[config.mk]
export PLATFORM = sky130hd
export DESIGN_NAME = tti_tx_path
export DESIGN_NICKNAME = d
export VERILOG_FILES = /design/src/source/i3c_tx_pkg.sv /design/src/source/tx_desc_queue.sv /design/src/source/tx_data_queue.sv /design/src/source/descriptor_tx.sv /design/src/source/tti_tx_path.sv
export SDC_FILE = /design/constraint.sdc
export NUM_CORES = 1
export LEC_CHECK = 0
export BUFFER_PORTS_ARGS = -buffer_cell sky130_fd_sc_hd__buf_2
export CAP_MARGIN = 20
export CORE_ASPECT_RATIO = 0.75
export CORE_MARGIN = 5
export CORE_UTILIZATION = 55
export CTS_BUF_LIST = sky130_fd_sc_hd__clkbuf_2 sky130_fd_sc_hd__clkbuf_4 sky130_fd_sc_hd__clkbuf_8
export DETAILED_ROUTE_END_ITERATION = 6
export PLACE_DENSITY = 0.69
export SLEW_MARGIN = 30
export SYNTH_ARGS = -nofsm -noshare
export SYNTH_HDL_FRONTEND = slang
export SYNTH_SLANG_ARGS = --single-unit
export TNS_END_PERCENT = 10
[constraint.sdc]
create_clock -name clk_i -period 4.2 [get_ports clk_i]
set_input_delay 0.42 -clock clk_i [delete_from_list [all_inputs] [get_ports clk_i]]
set_output_delay 0.42 -clock clk_i [all_outputs]
set_load 0.1 [all_outputs]
[src/source/i3c_tx_pkg.sv]
// Widths, queue depths, descriptor layout and byte beat for the TTI TX path

package i3c_tx_pkg;

  // Word widths
  localparam int unsigned DescWidth    = 32;
  localparam int unsigned DataWidth    = 32;
  localparam int unsigned BytesPerWord = 4;
  localparam int unsigned ByteWidth    = DataWidth / BytesPerWord;
  localparam int unsigned ByteIdxWidth = $clog2(BytesPerWord);

  // Length field of a descriptor, in bytes
  localparam int unsigned LenWidth = 16;

  // Descriptor queue
  localparam int unsigned DescDepth    = 4;
  localparam int unsigned DescPtrWidth = $clog2(DescDepth);
  localparam int unsigned DescCntWidth = $clog2(DescDepth + 1);

  // Data word FIFO
  localparam int unsigned DataDepth    = 16;
  localparam int unsigned DataPtrWidth = $clog2(DataDepth);
  localparam int unsigned DataCntWidth = $clog2(DataDepth + 1);

  // Depth count reported towards the descriptor handler
  localparam int unsigned DepthWidth = 16;

  // TX descriptor word as pushed by software
  typedef struct packed {
    logic [DescWidth-LenWidth-1:0] reserved;
    logic [LenWidth-1:0]           data_len;
  } tx_desc_t;

  // One byte towards the target bus FSM
  typedef struct packed {
    logic [ByteWidth-1:0] data;
    logic                 last;
  } tx_beat_t;

endpackage

[src/source/tx_desc_queue.sv]
// TX descriptor FIFO with valid/ready push and pop sides

`timescale 1ns/1ps

module tx_desc_queue (
  input  logic                 clk_i,
  input  logic                 rst_ni,

  // Push side
  input  logic                 wvalid_i,
  output logic                 wready_o,
  input  i3c_tx_pkg::tx_desc_t wdata_i,

  // Pop side, oldest entry
  output logic                 rvalid_o,
  input  logic                 rready_i,
  output i3c_tx_pkg::tx_desc_t rdata_o
);

  i3c_tx_pkg::tx_desc_t                     mem [i3c_tx_pkg::DescDepth];
  logic [i3c_tx_pkg::DescPtrWidth-1:0]      wptr;
  logic [i3c_tx_pkg::DescPtrWidth-1:0]      rptr;
  logic [i3c_tx_pkg::DescCntWidth-1:0]      count;
  logic                                     push;
  logic                                     pop;

  assign wready_o = count != i3c_tx_pkg::DescCntWidth'(i3c_tx_pkg::DescDepth);
  assign rvalid_o = count != '0;
  assign rdata_o  = mem[rptr];

  assign push = wvalid_i && wready_o;
  assign pop  = rvalid_o && rready_i;

  // Storage
  always_ff @(posedge clk_i) begin
    if (push) begin
      mem[wptr] <= wdata_i;
    end
  end

  // Pointers wrap at the last entry
  always_ff @(posedge clk_i or negedge rst_ni) begin
    if (!rst_ni) begin
      wptr <= '0;
      rptr <= '0;
    end else begin
      if (push) begin
        wptr <= (wptr == i3c_tx_pkg::DescPtrWidth'(i3c_tx_pkg::DescDepth - 1)) ?
                '0 : wptr + 1'b1;
      end
      if (pop) begin
        rptr <= (rptr == i3c_tx_pkg::DescPtrWidth'(i3c_tx_pkg::DescDepth - 1)) ?
                '0 : rptr + 1'b1;
      end
    end
  end

  always_ff @(posedge clk_i or negedge rst_ni) begin
    if (!rst_ni) begin
      count <= '0;
    end else begin
      case ({push, pop})
        2'b10:   count <= count + 1'b1;
        2'b01:   count <= count - 1'b1;
        default: count <= count;
      endcase
    end
  end

endmodule

[src/source/tx_data_queue.sv]
// TX data word FIFO with depth count and a word-to-byte unpacker

`timescale 1ns/1ps

module tx_data_queue (
  input  logic                                clk_i,
  input  logic                                rst_ni,

  // Word push side
  input  logic                                wvalid_i,
  output logic                                wready_o,
  input  logic [i3c_tx_pkg::DataWidth-1:0]    wdata_i,

  // Words waiting in the FIFO, unpacker excluded
  output logic [i3c_tx_pkg::DepthWidth-1:0]   depth_o,

  // Byte pop side
  output logic                                byte_rvalid_o,
  input  logic                                byte_rready_i,
  output logic [i3c_tx_pkg::ByteWidth-1:0]    byte_rdata_o,
  input  logic                                word_drop_i
);

  logic [i3c_tx_pkg::DataWidth-1:0]    mem [i3c_tx_pkg::DataDepth];
  logic [i3c_tx_pkg::DataPtrWidth-1:0] wptr;
  logic [i3c_tx_pkg::DataPtrWidth-1:0] rptr;
  logic [i3c_tx_pkg::DataCntWidth-1:0] count;
  logic                                push;
  logic                                fifo_pop;

  logic [i3c_tx_pkg::DataWidth-1:0]    unp_word;
  logic [i3c_tx_pkg::ByteIdxWidth-1:0] unp_idx;
  logic                                unp_valid;
  logic                                word_done;
  logic                                unp_free;

  assign wready_o = count != i3c_tx_pkg::DataCntWidth'(i3c_tx_pkg::DataDepth);
  assign push     = wvalid_i && wready_o;
  assign depth_o  = i3c_tx_pkg::DepthWidth'(count);

  // Unpacker is done with its word after the final byte or on a drop
  assign word_done = unp_valid &&
                     (word_drop_i ||
                      (byte_rready_i &&
                       unp_idx == i3c_tx_pkg::ByteIdxWidth'(i3c_tx_pkg::BytesPerWord - 1)));
  assign unp_free  = !unp_valid || word_done;
  assign fifo_pop  = unp_free && (count != '0);

  // Little-endian, byte 0 first
  assign byte_rvalid_o = unp_valid;
  assign byte_rdata_o  = unp_word[unp_idx*i3c_tx_pkg::ByteWidth +: i3c_tx_pkg::ByteWidth];

  always_ff @(posedge clk_i) begin
    if (push) begin
      mem[wptr] <= wdata_i;
    end
  end

  always_ff @(posedge clk_i or negedge rst_ni) begin
    if (!rst_ni) begin
      wptr  <= '0;
      rptr  <= '0;
      count <= '0;
    end else begin
      if (push) begin
        wptr <= (wptr == i3c_tx_pkg::DataPtrWidth'(i3c_tx_pkg::DataDepth - 1)) ?
                '0 : wptr + 1'b1;
      end
      if (fifo_pop) begin
        rptr <= (rptr == i3c_tx_pkg::DataPtrWidth'(i3c_tx_pkg::DataDepth - 1)) ?
                '0 : rptr + 1'b1;
      end
      case ({push, fifo_pop})
        2'b10:   count <= count + 1'b1;
        2'b01:   count <= count - 1'b1;
        default: count <= count;
      endcase
    end
  end

  // Word currently being unpacked
  always_ff @(posedge clk_i) begin
    if (fifo_pop) begin
      unp_word <= mem[rptr];
    end
  end

  // Reload on the same edge the old word finishes, if a word is waiting
  always_ff @(posedge clk_i or negedge rst_ni) begin
    if (!rst_ni) begin
      unp_valid <= 1'b0;
      unp_idx   <= '0;
    end else begin
      if (fifo_pop) begin
        unp_valid <= 1'b1;
        unp_idx   <= '0;
      end else if (word_done) begin
        unp_valid <= 1'b0;
        unp_idx   <= '0;
      end else if (unp_valid && byte_rready_i) begin
        unp_idx <= unp_idx + 1'b1;
      end
    end
  end

endmodule

[src/source/descriptor_tx.sv]
// TX descriptor handler with start gating, byte counter, last flag, end pulse and flush

`timescale 1ns/1ps

module descriptor_tx (
  input  logic                              clk_i,
  input  logic                              rst_ni,

  // Descriptor queue
  input  logic                              desc_rvalid_i,
  output logic                              desc_rready_o,
  input  i3c_tx_pkg::tx_desc_t              desc_rdata_i,

  // Data queue
  input  logic [i3c_tx_pkg::DepthWidth-1:0] word_depth_i,
  input  logic                              byte_rvalid_i,
  output logic                              byte_rready_o,
  input  logic [i3c_tx_pkg::ByteWidth-1:0]  byte_rdata_i,
  output logic                              word_drop_o,

  // Target bus FSM
  input  logic                              tx_start_i,
  input  logic                              tx_abort_i,
  input  logic                              recovery_mode_enter_i,
  output logic                              tx_desc_avail_o,
  output i3c_tx_pkg::tx_beat_t              tx_beat_o,
  output logic                              tx_byte_valid_o,
  input  logic                              tx_byte_ready_i,
  output logic                              tx_end_o
);

  i3c_tx_pkg::tx_desc_t              desc_q;
  logic                              desc_held;
  logic                              pending;
  logic                              flush;
  logic [i3c_tx_pkg::LenWidth-1:0]   byte_cnt;
  logic [i3c_tx_pkg::LenWidth-1:0]   data_len;
  logic [i3c_tx_pkg::DepthWidth:0]   avail_words;
  logic [i3c_tx_pkg::LenWidth:0]     len_words;
  logic                              abort_req;
  logic                              flush_enter;
  logic                              start;
  logic                              send_end;
  logic                              flush_pop;
  logic                              flush_done;
  logic                              empty_end;
  logic                              tx_end;

  assign abort_req = tx_abort_i || recovery_mode_enter_i;
  assign data_len  = desc_q.data_len;

  // Only take a new descriptor while idle and not aborting
  assign desc_rready_o   = !desc_held && tx_start_i && desc_rvalid_i && !flush && !abort_req;
  assign tx_desc_avail_o = desc_rvalid_i;

  // Length rounded up to whole words
  assign len_words   = ({1'b0, data_len} + (i3c_tx_pkg::LenWidth + 1)'(3)) >> 2;
  // Unpacker word counts when it holds data
  assign avail_words = {1'b0, word_depth_i} + (i3c_tx_pkg::DepthWidth + 1)'(byte_rvalid_i);

  assign start = desc_held && !pending && !flush && !abort_req &&
                 (avail_words >= (i3c_tx_pkg::DepthWidth + 1)'(len_words));

  // A transfer that ends in this cycle has nothing left to flush
  assign flush_enter = !flush && abort_req && (pending || desc_held) && !tx_end;

  always_ff @(posedge clk_i) begin
    if (desc_rready_o) begin
      desc_q <= desc_rdata_i;
    end
  end

  always_ff @(posedge clk_i or negedge rst_ni) begin
    if (!rst_ni) begin
      desc_held <= 1'b0;
    end else if (tx_end) begin
      desc_held <= 1'b0;
    end else if (desc_rready_o) begin
      desc_held <= 1'b1;
    end
  end

  always_ff @(posedge clk_i or negedge rst_ni) begin
    if (!rst_ni) begin
      pending <= 1'b0;
    end else if (start) begin
      pending <= 1'b1;
    end else if (tx_end || flush_enter) begin
      pending <= 1'b0;
    end
  end

  always_ff @(posedge clk_i or negedge rst_ni) begin
    if (!rst_ni) begin
      flush <= 1'b0;
    end else if (flush_enter) begin
      flush <= 1'b1;
    end else if (flush_done) begin
      flush <= 1'b0;
    end
  end

  // Abort before sending started still has the whole length to discard
  always_ff @(posedge clk_i or negedge rst_ni) begin
    if (!rst_ni) begin
      byte_cnt <= '0;
    end else if (start || (flush_enter && !pending)) begin
      byte_cnt <= data_len;
    end else if (byte_rready_o) begin
      byte_cnt <= byte_cnt - 1'b1;
    end
  end

  // Flush pops without presenting, ends early once data runs dry
  assign flush_pop  = flush && byte_rvalid_i && (byte_cnt != '0);
  assign flush_done = flush && (!byte_rvalid_i || byte_cnt <= i3c_tx_pkg::LenWidth'(1));

  assign tx_byte_valid_o = pending && !flush && byte_rvalid_i;
  assign tx_beat_o.data  = byte_rdata_i;
  assign tx_beat_o.last  = byte_cnt == i3c_tx_pkg::LenWidth'(1);

  assign byte_rready_o = (tx_byte_valid_o && tx_byte_ready_i) || flush_pop;

  assign send_end  = tx_byte_valid_o && tx_byte_ready_i && tx_beat_o.last;
  // Zero-length descriptor ends without a byte
  assign empty_end = pending && !flush && (byte_cnt == '0);
  assign tx_end    = send_end || flush_done || empty_end;
  assign tx_end_o  = tx_end;

  // Tail of a partial word never reaches the next transfer
  assign word_drop_o = tx_end && (data_len[1:0] != 2'b00);

endmodule

[src/source/tti_tx_path.sv]
// Top level of the TTI TX path with descriptor queue, data queue and descriptor handler

`timescale 1ns/1ps

module tti_tx_path (
  input  logic                             clk_i,
  input  logic                             rst_ni,

  // Descriptor push
  input  logic                             desc_wvalid_i,
  output logic                             desc_wready_o,
  input  i3c_tx_pkg::tx_desc_t             desc_wdata_i,

  // Data push
  input  logic                             data_wvalid_i,
  output logic                             data_wready_o,
  input  logic [i3c_tx_pkg::DataWidth-1:0] data_wdata_i,

  // Target bus FSM
  input  logic                             tx_start_i,
  input  logic                             tx_abort_i,
  input  logic                             recovery_mode_enter_i,
  output logic                             tx_desc_avail_o,
  output i3c_tx_pkg::tx_beat_t             tx_beat_o,
  output logic                             tx_byte_valid_o,
  input  logic                             tx_byte_ready_i,
  output logic                             tx_end_o
);

  logic                              desc_rvalid;
  logic                              desc_rready;
  i3c_tx_pkg::tx_desc_t              desc_rdata;
  logic [i3c_tx_pkg::DepthWidth-1:0] word_depth;
  logic                              byte_rvalid;
  logic                              byte_rready;
  logic [i3c_tx_pkg::ByteWidth-1:0]  byte_rdata;
  logic                              word_drop;

  tx_desc_queue u_desc_queue (
    .clk_i    (clk_i),
    .rst_ni   (rst_ni),
    .wvalid_i (desc_wvalid_i),
    .wready_o (desc_wready_o),
    .wdata_i  (desc_wdata_i),
    .rvalid_o (desc_rvalid),
    .rready_i (desc_rready),
    .rdata_o  (desc_rdata)
  );

  tx_data_queue u_data_queue (
    .clk_i         (clk_i),
    .rst_ni        (rst_ni),
    .wvalid_i      (data_wvalid_i),
    .wready_o      (data_wready_o),
    .wdata_i       (data_wdata_i),
    .depth_o       (word_depth),
    .byte_rvalid_o (byte_rvalid),
    .byte_rready_i (byte_rready),
    .byte_rdata_o  (byte_rdata),
    .word_drop_i   (word_drop)
  );

  descriptor_tx u_descriptor_tx (
    .clk_i                 (clk_i),
    .rst_ni                (rst_ni),
    .desc_rvalid_i         (desc_rvalid),
    .desc_rready_o         (desc_rready),
    .desc_rdata_i          (desc_rdata),
    .word_depth_i          (word_depth),
    .byte_rvalid_i         (byte_rvalid),
    .byte_rready_o         (byte_rready),
    .byte_rdata_i          (byte_rdata),
    .word_drop_o           (word_drop),
    .tx_start_i            (tx_start_i),
    .tx_abort_i            (tx_abort_i),
    .recovery_mode_enter_i (recovery_mode_enter_i),
    .tx_desc_avail_o       (tx_desc_avail_o),
    .tx_beat_o             (tx_beat_o),
    .tx_byte_valid_o       (tx_byte_valid_o),
    .tx_byte_ready_i       (tx_byte_ready_i),
    .tx_end_o              (tx_end_o)
  );

endmodule

# After elaboration in Yosys (flattened, before gate mapping)
# Memory sizes are Yosys's and may differ from the RTL's. A register that Yosys moved wholly into a read port is not among the register bits.
# Cells that the tools add are included.
totals:
  register_bits: 42
  n_memories: 2
  mem_bits_ro: 0
  latchBits: 0
  ram_bits: 640
  out_inout_bits: 14
  input_bits: 72
classes:
  reduce_logical: 57
  eq_ne: 12
  order_cmp: 2
  addsub: 12
  mux: 23
  n_mul: 0
  div_mod_pow: 0
  shifts: 1
  bitwise: 0
memory_table:
  columns: ["memory", "depth", "word_bits", "read_ports", "rd_clocked_by_memory_dff", "wr", "line_no", "source"]
  rows:
  - ["u_data_queue.mem", 16, 32, 1, 1, 1, "tx_data_queue.sv:24", "logic [i3c_tx_pkg::DataWidth-1:0] mem [i3c_tx_pkg::DataDepth];"]
  - ["u_desc_queue.mem", 4, 32, 1, 1, 1, "tx_desc_queue.sv:20", "i3c_tx_pkg::tx_desc_t mem [i3c_tx_pkg::DescDepth];"]
ops:
  columns: ["cell", "count"]
  rows:
  - ["2-to-1 mux 16 bit", 2]
  - ["indexed part select 32 x 6 -> 8 bit", 1]
  - ["logical AND 1 bit", 28]
  - ["adder 16 x 2 -> 17 bit, second input constant", 1]
  - ["greater-or-equal comparator 17 x 15 -> 1 bit", 1]
  - ["equality test 16 x 1 -> 1 bit, second input constant", 1]
  - ["<= comparator 16 x 1 -> 1 bit, second input constant", 1]
  - ["logical NOT 16 bit", 1]
  - ["nonzero test 16 bit", 1]
  - ["nonzero test 2 bit", 8]
  - ["subtractor 16 x 1 -> 16 bit, second input constant", 1]
  - ["2-to-1 mux 1 bit", 12]
  - ["equality test 2 bit, second input constant", 5]
  - ["logical OR 1 bit", 10]
  - ["2-to-1 mux 2 bit", 5]
  - ["case mux 5 bit (2 select lines)", 1]
  - ["adder 4 x 1 -> 4 bit, second input constant", 2]
  - ["equality test 4 bit, second input constant", 2]
  - ["2-to-1 mux 4 bit", 2]
  - ["adder 2 x 1 -> 2 bit, second input constant", 3]
  - ["adder 5 x 1 -> 6 bit", 1]
  - ["logical NOT 1 bit", 6]
  - ["case mux 3 bit (2 select lines)", 1]
  - ["nonzero test 3 bit", 2]
  - ["8 further kinds", 9]

# Depth between registers and ports, before layout
# Gate-level depths: netlist (run 1).
depth:
  word_depth: 14
  depth_mapped: 15
  ltp_nobuf: 14

# By module
# Synthesis (run 1) repeated with hierarchy kept, for this count alone.
hier_totals:
  hier_cells: 1568
  area_unflattened_um2: 29579.6
modules_own_cells:
  columns: ["mod", "area_each_um2", "instances", "cells_per_inst"]
  rows:
  - ["tx_data_queue", 21777.1, 1, 1082]
  - ["tx_desc_queue", 5067.4, 1, 208]
  - ["descriptor_tx", 2735.1, 1, 278]

# Worst setup path after synthesis (run 1)
# No wires, ideal clock.
synth_path:
  kind: "register -> register"
  from: "register u_data_queue.count[0] in the netlist's numbering"
  to: "memory u_data_queue.mem[3][0] in the netlist's numbering (enable)"
  path_stages_with_launch: 7
  setup_ns: 0.461
  slack_ns: -0.271
  period_less_slack_ns: 4.471
  t_arrival_ns: 4.010
  t_required_ns: 3.739
  cell_sequence: "dfrtp_1 nor4_1 nand2_1 and2_1 clkbuf_1 nand2_1 nor3_1"
synth_between:
  elab_chain_len: 4
synth_lines:
  columns: ["item", "line_no", "source"]
  rows:
  - ["start, declared", "tx_data_queue.sv:27", "logic [i3c_tx_pkg::DataCntWidth-1:0] count;"]
  - ["start signal, assigned", "tx_data_queue.sv:74", "2'b10: count <= count + 1'b1;"]
  - ["start signal, assigned", "tx_data_queue.sv:75", "2'b01: count <= count - 1'b1;"]
  - ["start signal, assigned", "tx_data_queue.sv:76", "default: count <= count;"]
  - ["!= test 5 bit", "tx_data_queue.sv:37", "assign wready_o = count != i3c_tx_pkg::DataCntWidth'(i3c_tx_pkg::DataDepth);"]
  - ["named net data_wready_o", "tti_tx_path.sv:16", "output logic data_wready_o,"]
  - ["logical AND 1 bit", "tx_data_queue.sv:38", "assign push = wvalid_i && wready_o;"]
  - ["2-to-1 mux 1 bit", "tx_data_queue.sv:54", "if (push) begin"]
  - ["2-to-1 mux 1 bit (implied by the code)", "tx_data_queue.sv:55", "mem[wptr] <= wdata_i;"]
  - ["end, declared", "tx_data_queue.sv:24", null]
# The timed path passes the listed nets, and every way through them passes these cells.

# Worst setup path in the final report (run 1)
layout_path:
  from: "register u_descriptor_tx.byte_cnt[0] in the netlist's numbering"
  to: "register u_data_queue.count[4] in the netlist's numbering"
layout_between:
  elab_chain_len: 12
  elab_cells_between_ends: 22
  cone_classes: "order compare: 1; eq/ne: 3; mux: 1; reduce/logical: 17"
layout_lines:
  columns: ["item", "line_no", "source"]
  rows:
  - ["start, declared", "descriptor_tx.sv:36", "logic [i3c_tx_pkg::LenWidth-1:0] byte_cnt;"]
  - ["start signal, assigned", "descriptor_tx.sv:108", "byte_cnt <= data_len;"]
  - ["start signal, assigned", "descriptor_tx.sv:110", "byte_cnt <= byte_cnt - 1'b1;"]
  - ["<= comparator 16 x 1 -> 1 bit", "descriptor_tx.sv:116", "assign flush_done = flush && (!byte_rvalid_i || byte_cnt <= i3c_tx_pkg::LenWidth'(1));"]
  - ["logical OR 1 bit", "descriptor_tx.sv:116", null]
  - ["logical AND 1 bit", "descriptor_tx.sv:116", null]
  - ["logical OR 1 bit (2 in series)", "descriptor_tx.sv:127", "assign tx_end = send_end || flush_done || empty_end;"]
  - ["logical AND 1 bit", "descriptor_tx.sv:131", "assign word_drop_o = tx_end && (data_len[1:0] != 2'b00);"]
  - ["logical OR 1 bit (*)", "tx_data_queue.sv:43", "(word_drop_i ||"]
  - ["logical AND 1 bit (*)", "tx_data_queue.sv:42", "assign word_done = unp_valid &&"]
  - ["logical OR 1 bit (*)", "tx_data_queue.sv:46", "assign unp_free = !unp_valid || word_done;"]
  - ["logical AND 1 bit (*)", "tx_data_queue.sv:47", "assign fifo_pop = unp_free && (count != '0);"]
  - ["equality test 2 x 1 -> 1 bit / equality test 2 bit (equally long branches)", "tx_data_queue.sv:73", "case ({push, fifo_pop})"]
  - ["case mux 5 bit (2 select lines) / nonzero test 2 bit (equally long branches)", null, null]
# Every way passes the cells marked *; elsewhere a longest branch is shown, timed or not.
# A chain may end at the register's enable or synchronous reset.

==> impl_metrics.tcl, run 1 <==
set metrics [dict create \
    outcome "finished clean" \
    powerDensity_mw_per_mm2 688 \
    vias_per_cell 5.98 \
    syn_nets 1510 \
    hold_viol 0 \
    antenna_found_initial 4 \
    final_common_cell "edfxtp_1" \
    synth-seq-cells 666 \
    core-area_mm2 0.0475 \
    postSynthAreaPerCell_um2 18.8 \
    ys_seq_area_frac 0.749 \
    grt_pass1_vias 13700 \
    track_usage 0.224 \
    worst_slack_ns 0.758 \
    synth_cells 1409 \
    area_delta_synth_final_pct 12.9 \
    syn_area_mm2 0.0264 \
    clkTransAtPathRegs_ns 0.06 \
    maxSlewHeadroom 0.350 \
    place_ws_ns 0.795 \
    drv_slew 0 \
    total_power_mw 20.5 \
    synth_edf_count 624 \
    firstDrtPassIters 5 \
    die_x_um 263 \
    dpl-instance-area_mm2 0.0277 \
    place_inst 2083 \
    p_seq_frac 0.448 \
    cp_max_fo 6 \
    worst_pin_slew_ns 0.975 \
    numPortBuffers 69 \
    clock_path_buffers 3 \
    p_clk_frac 0.249 \
    hold_path_class "in -> reg" \
    required_ns 4.75 \
    routed_wirelength_um 58500 \
    drt_iter0_drc 1416 \
    fin_area_mm2 0.0298 \
    internal-power_mw 13.6 \
    ys.flop_type "edfxtp_1" \
    die_area_mm2 0.0526 \
    io_pins 86 \
    finalCritPeriodShare 0.819 \
    die_h_um 200 \
    fin_worst_skew_ns 0.0253 \
    rows 69 \
    setup_viol 0 \
    synth_cell_types 59 \
    drt-wirelength-per-cell_um 25.6 \
    rsz0062_at_grt "no" \
    insertion_delay_ns 0.69 \
    grt_max_degree 68 \
    worstSetupStartpointType "flop" \
    cts_buffers 97 \
    initial_core_util 0.557 \
    cts_root_buffer "clkbuf_8" \
    place_hpwl_um 32300 \
    cts_sinks 666 \
    p_switching_mw 6.97 \
    crit_path_end_kind "flop" \
    post-route-min-period_ns 3.44 \
    grt_first_pass_wirelength_um 87800 \
    cap_violations 0 \
    fin_cells 2282 \
    ant_nets 0 \
    overflow 0 \
    path_class "reg -> reg" \
    ys_async_sr_fraction 0.0631 \
    cts_tree "yes" \
    power_frac_comb 0.303 \
    swShare 0.339 \
    gp_congestion 0.752 \
    ir_drop_mv 0.491 \
    route.detailed.drc 0 \
    fmax_mhz 291 \
    nNetsFinal 1661 \
    layout_common_cells "edfxtp_1 (624), mux2i_1 (102), clkbuf_8 (98), mux4_2 (88), o21ai_0 (75)" \
    leakagePower_nw 10.2 \
    ys_warn_count 0 \
    vias 13600 \
    h-tree-depth 3 \
    critPathArrivalTime_ns 4.00 \
    timing.setup.tns_ns 0 \
    drive_above_1_share 0.261 \
]
worst paths after layout:
path                                                               from                                  endpoint  slack (ns)  depth (start not counted)
worst max-delay path            u_descriptor_tx.byte_cnt[0]$_DFFE_PN0P_         u_data_queue.count[4]$_DFFE_PN0P_        0.76                         14
worst min-delay path                                    data_wdata_i[4]          u_data_queue.mem[5][4]$_DFFE_PP_         0.1                          1
worst min register to register   u_descriptor_tx.data_len[13]$_DFFE_PP_  u_descriptor_tx.byte_cnt[13]$_DFFE_PN0P_        0.50                          1
worst max register to register  u_descriptor_tx.byte_cnt[0]$_DFFE_PN0P_         u_data_queue.count[4]$_DFFE_PN0P_        0.76                         14
min in group asynchronous                                        rst_ni         u_data_queue.count[0]$_DFFE_PN0P_        0.29                          2
max in group asynchronous                                        rst_ni          u_data_queue.rptr[3]$_DFFE_PN0N_        3.47                          2
flip-flops by register name, summed over array words and instances, names as in the netlist, 2 cells and up:
| register | flops |
|---|---|
| u_data_queue.wptr | 4 |
| u_descriptor_tx.byte_cnt | 16 |
| u_desc_queue.rptr | 2 |
| u_data_queue.mem | 512 |
| u_data_queue.unp_idx | 2 |
| u_data_queue.unp_word | 32 |
| u_desc_queue.count | 3 |
| u_desc_queue.wptr | 2 |
| u_descriptor_tx.data_len | 16 |
| u_data_queue.count | 5 |
| u_desc_queue.mem | 64 |
| u_data_queue.rptr | 4 |
cells by family (layout without fill, tap and decap cells):
group                      after synthesis  count (layout)  share of synthesized area
adders and majority gates               29              29                     0.0143
and+or+nand+nor                        164             164                     0.0309
buffers and inverters                   83             314                     0.0134
AOI/OAI and AO/OA                      198             198                     0.0480
other                                    0               3                          0
DFF                                    666             666                      0.749
xor gates and xnor gates                32              32                     0.0106
muxes                                  237             237                      0.134
synthesized netlist by cell type, types with 4 or more instances:
master / instances / share of area
nand2b_1: 5 / 0.0012
mux4_2: 88 / 0.075
a21oi_1: 37 / 0.0070
xor2_1: 16 / 0.0053
mux2_2: 45 / 0.019
dfrtp_1: 42 / 0.040
a221oi_1: 32 / 0.011
nand2_1: 66 / 0.0094
and4_1: 4 / 0.0013
buf_1: 9 / 0.0013
nor3_1: 10 / 0.0019
nor4_1: 4 / 0.00095
nand3_1: 12 / 0.0023
inv_1: 14 / 0.0020
edfxtp_1: 624 / 0.71
a21o_1: 6 / 0.0017
a22oi_1: 34 / 0.0097
buf_2: 19 / 0.0036
and3_1: 4 / 0.00095
ha_1: 27 / 0.013
clkbuf_1: 37 / 0.0053
nor2_1: 32 / 0.0045
xnor2_1: 16 / 0.0053
mux2i_1: 102 / 0.039
o21ai_0: 75 / 0.014
and2_1: 4 / 0.00095
repair_timing:
item	CTS	global route
setup buffers	0	0
hold endpoints to repair	106	0
gates resized for setup	0	0
hold buffers	17	0
critical path, cell delays in order (launching register included):
cell,delay [ns]
dfrtp_1,0.44
inv_1,0.11
ha_1,0.30
nor3b_1,0.24
o2bb2ai_1,0.09
a22oi_1,0.35
o21ai_2,0.11
and2_2,0.22
ha_1,0.29
fa_1,0.48
a21o_1,0.17
a21oi_1,0.16
xor2_1,0.16
nor2_1,0.06
xor2_1,0.14
metrics by stage:
step                      utilization  hold WS, ns
after floorplan                     -        0.124
after global placement          0.584        0.480
after detailed placement        0.584        0.468
after CTS                       0.628       0.0439
after global routing            0.629       0.0535
final                           0.629       0.0996
area by class of cell:
class | count | area (um^2)
diodes | 3 | 7.51
clock buffers | 137 | 1640
clock inverters | 42 | 282
fillers | 3330 | 17600
inverters | 14 | 52.6
multi-input cells | 660 | 6410
flip-flops and latches | 666 | 19800
well taps | 639 | 800
repair buffers | 121 | 856
layer usage:
layer | global-route usage | share of wire
met4 | 0.0541 | 0.016
met3 | 0.0572 | 0.074
met2 | 0.344 | 0.46
met5 | 0 | 0.00058
met1 | 0.332 | 0.44
power by group through the flow:
stage	clock network, mW	registers (mW)	logic (mW)
after CTS	5.22	9.21	6.27
after detailed placement	0	9.34	6.23
after global routing	5.55	9.31	6.72
after floorplan	0	8.78	4.75
after global placement	0	9.30	6.14
final	5.11	9.21	6.22
No activity file was read; power rests on OpenSTA's default activity.
==> run 2: changes to the inputs <==
Settings changed: PLACE_DENSITY 0.69 to 0.72.
Clock period 4.2 ns to 3.1 ns, I/O delays scaled along.
==> impl_metrics.tcl, run 2 (synthesis gave the netlist of run 1 again) <==
set metrics [dict create \
    fin_util 0.647 \
    largest_reg_flops 512 \
    fin_cells 2347 \
    crit_path_end_kind "flop" \
    clkTransAtPathRegs_ns 0.07 \
    swShare 0.335 \
    worstSetupStartpointType "flop" \
    max_stage_delay_ns 0.40 \
    cts_sinks 666 \
    clock_path_buffers 3 \
    gp_congestion 0.794 \
    worst_pin_slew_ns 0.888 \
    grt_pass1_vias 14100 \
    drive_above_1_share 0.277 \
    fin_worst_skew_ns 0.0448 \
    die_x_um 263 \
    crit_family "simple AND/OR/NAND/NOR gates" \
    fin_area_mm2 0.0307 \
    place_hpwl_um 32300 \
    hold_path_class "in -> reg" \
    cts_tree "yes" \
    hold_viol 0 \
    crit_buf_inv 0 \
    die_area_mm2 0.0526 \
    maxSlewHeadroom 0.408 \
    cap_violations 0 \
    critPathSlowestCell "dfrtp_1" \
    h-tree-depth 3 \
    path_common_cell "xor2_1" \
    path_class "reg -> reg" \
    power_frac_comb 0.325 \
    cts_root_buffer "clkbuf_8" \
    antenna_found_initial 3 \
    cts_buffers 95 \
    ir_drop_mv 0.536 \
    track_usage 0.219 \
    setup_viol 0 \
    final_common_cell "edfxtp_1" \
    vias 13900 \
    leakagePower_nw 10.6 \
    initial_core_util 0.557 \
    internal-power_mw 18.7 \
    drt-wirelength-per-cell_um 24.3 \
    required_ns 3.64 \
    route.detailed.drc 0 \
    die_h_um 200 \
    firstDrtPassIters 5 \
    fmax_mhz 338 \
    core-area_mm2 0.0475 \
    post-route-min-period_ns 2.96 \
    p_seq_frac 0.432 \
    outcome "finished clean" \
    overflow 0 \
    layout_common_cells "edfxtp_1 (624), mux2i_1 (102), clkbuf_8 (101), mux4_2 (88), o21ai_0 (75)" \
    numPortBuffers 69 \
    regMostFlops "u_data_queue.mem" \
    p_switching_mw 9.41 \
    io_pins 86 \
    place_inst 2125 \
    dpl-instance-area_mm2 0.0283 \
    p_clk_frac 0.244 \
    area_delta_synth_final_pct 16.3 \
    reg_top3 "u_data_queue.mem (512), u_desc_queue.mem (64), u_data_queue.unp_word (32)" \
    ant_nets 0 \
    vias_per_cell 5.93 \
    rows 69 \
    nNetsFinal 1735 \
    cp_max_fo 3 \
    drv_slew 0 \
    insertion_delay_ns 0.69 \
    grt_first_pass_wirelength_um 86900 \
    rsz0062_at_grt "yes" \
    critPathArrivalTime_ns 3.50 \
    timing.hold.ws_ns 0.111 \
    cp_cell_sequence "nor4_2 > nand4_2 > a31oi_4 > o21ai_2 > and2_2 > ha_2 > fa_2 > a21o_1 > a21oi_2 > xor2_1 > nor2_1 > xor2_1" \
    routed_wirelength_um 57100 \
    grt_max_degree 57 \
    powerDensity_mw_per_mm2 915 \
    drt_iter0_drc 1420 \
    finalCritPeriodShare 0.955 \
]
## run 2: cell count changes in the layout (fill, tap and decap cells not counted), moves of 3 or more
| cell | previous run | this run |
|---|---|---|
| nor3_4 | 1 | 4 |
| buf_16 | 0 | 5 |
| buf_4 | 30 | 58 |
| clkbuf_4 | 39 | 31 |
| clkbuf_8 | 98 | 101 |
| dlygate4sd3_1 | 17 | 49 |
| buf_12 | 6 | 15 |
| clkinv_2 | 11 | 7 |
| inv_6 | 0 | 3 |
| nor3_2 | 3 | 0 |
## run 2: final cells by class
| type | instances | area, um^2 |
|---|---|---|
| fill | 3191 | 16700 |
| sequential | 666 | 19800 |
| tap | 639 | 800 |
| inverter | 14 | 52.6 |
| timing repair buffer | 197 | 1730 |
| clock inverter | 37 | 258 |
| clock buffer | 132 | 1620 |
| multi-input combinational | 660 | 6470 |
| antenna | 2 | 5.00 |
## run 2: metrics by stage
stage / setup TNS (ns) / power (mW) / setup WS [ns]
floorplan: -233.75 / 18.3 / -0.516
global placement: -0.0385 / 21.1 / -0.0385
detailed placement: -0.0852 / 21.4 / -0.0852
CTS: 0 / 28.3 / 0.0127
global route: -0.0407 / 29.5 / -0.0407
finish: 0 / 28.1 / 0.140
## run 2: path summary, 6_finish.rpt
| check | start | endpoint | slack, ns | cells after the start |
|---|---|---|---|---|
| setup / recovery | u_descriptor_tx.byte_cnt[11]$_DFFE_PN0P_ | u_data_queue.count[4]$_DFFE_PN0P_ | 0.14 | 12 |
| hold reg to reg | u_desc_queue.count[2]$_DFFE_PN0P_ | u_desc_queue.count[2]$_DFFE_PN0P_ | 0.50 | 1 |
| setup reg to reg | u_descriptor_tx.byte_cnt[11]$_DFFE_PN0P_ | u_data_queue.count[4]$_DFFE_PN0P_ | 0.14 | 12 |
| min in group asynchronous | rst_ni | u_desc_queue.count[1]$_DFFE_PN0P_ | 0.20 | 2 |
| hold / removal | desc_wvalid_i | u_desc_queue.wptr[0]$_DFFE_PN0P_ | 0.11 | 3 |
| max in group asynchronous | rst_ni | u_data_queue.rptr[1]$_DFFE_PN0N_ | 2.45 | 2 |
## run 2: what timing repair did
item,4_1_cts,5_1_grt
hold buffers,49,0
endpoints found under the setup margin,1,2
hold endpoints to repair,593,0
resized for setup,4,7
setup buffers,0,0
pin swaps,2,2
## run 2: power by group through the flow
stage	combinational, mW	clock [mW]	sequential [mW]
after global placement	8.84	0	12.2
after detailed placement	9.05	0	12.3
after floorplan	6.45	0	11.9
after global routing	9.84	7.39	12.3
final	9.13	6.85	12.2
after CTS	9.17	6.98	12.1
## run 2: worst register-to-register path: cells and delay by family, from the launching register on
kind	cells	cell delay (ns)
flip-flops	1	0.40
AO/OA/AOI/OAI	4	0.66
adder cells (fa/ha/maj)	2	0.61
XOR/XNOR	2	0.29
AND/OR/NAND/NOR	4	0.88
## run 2: metal layers
layer	vias up	global-route usage	wire length, um
met3	76	0.0497	4130
met2	488	0.336	26800
li1	6150	-	-
met4	2	0.0512	869
met1	7203	0.328	25300
met5	-	0	13
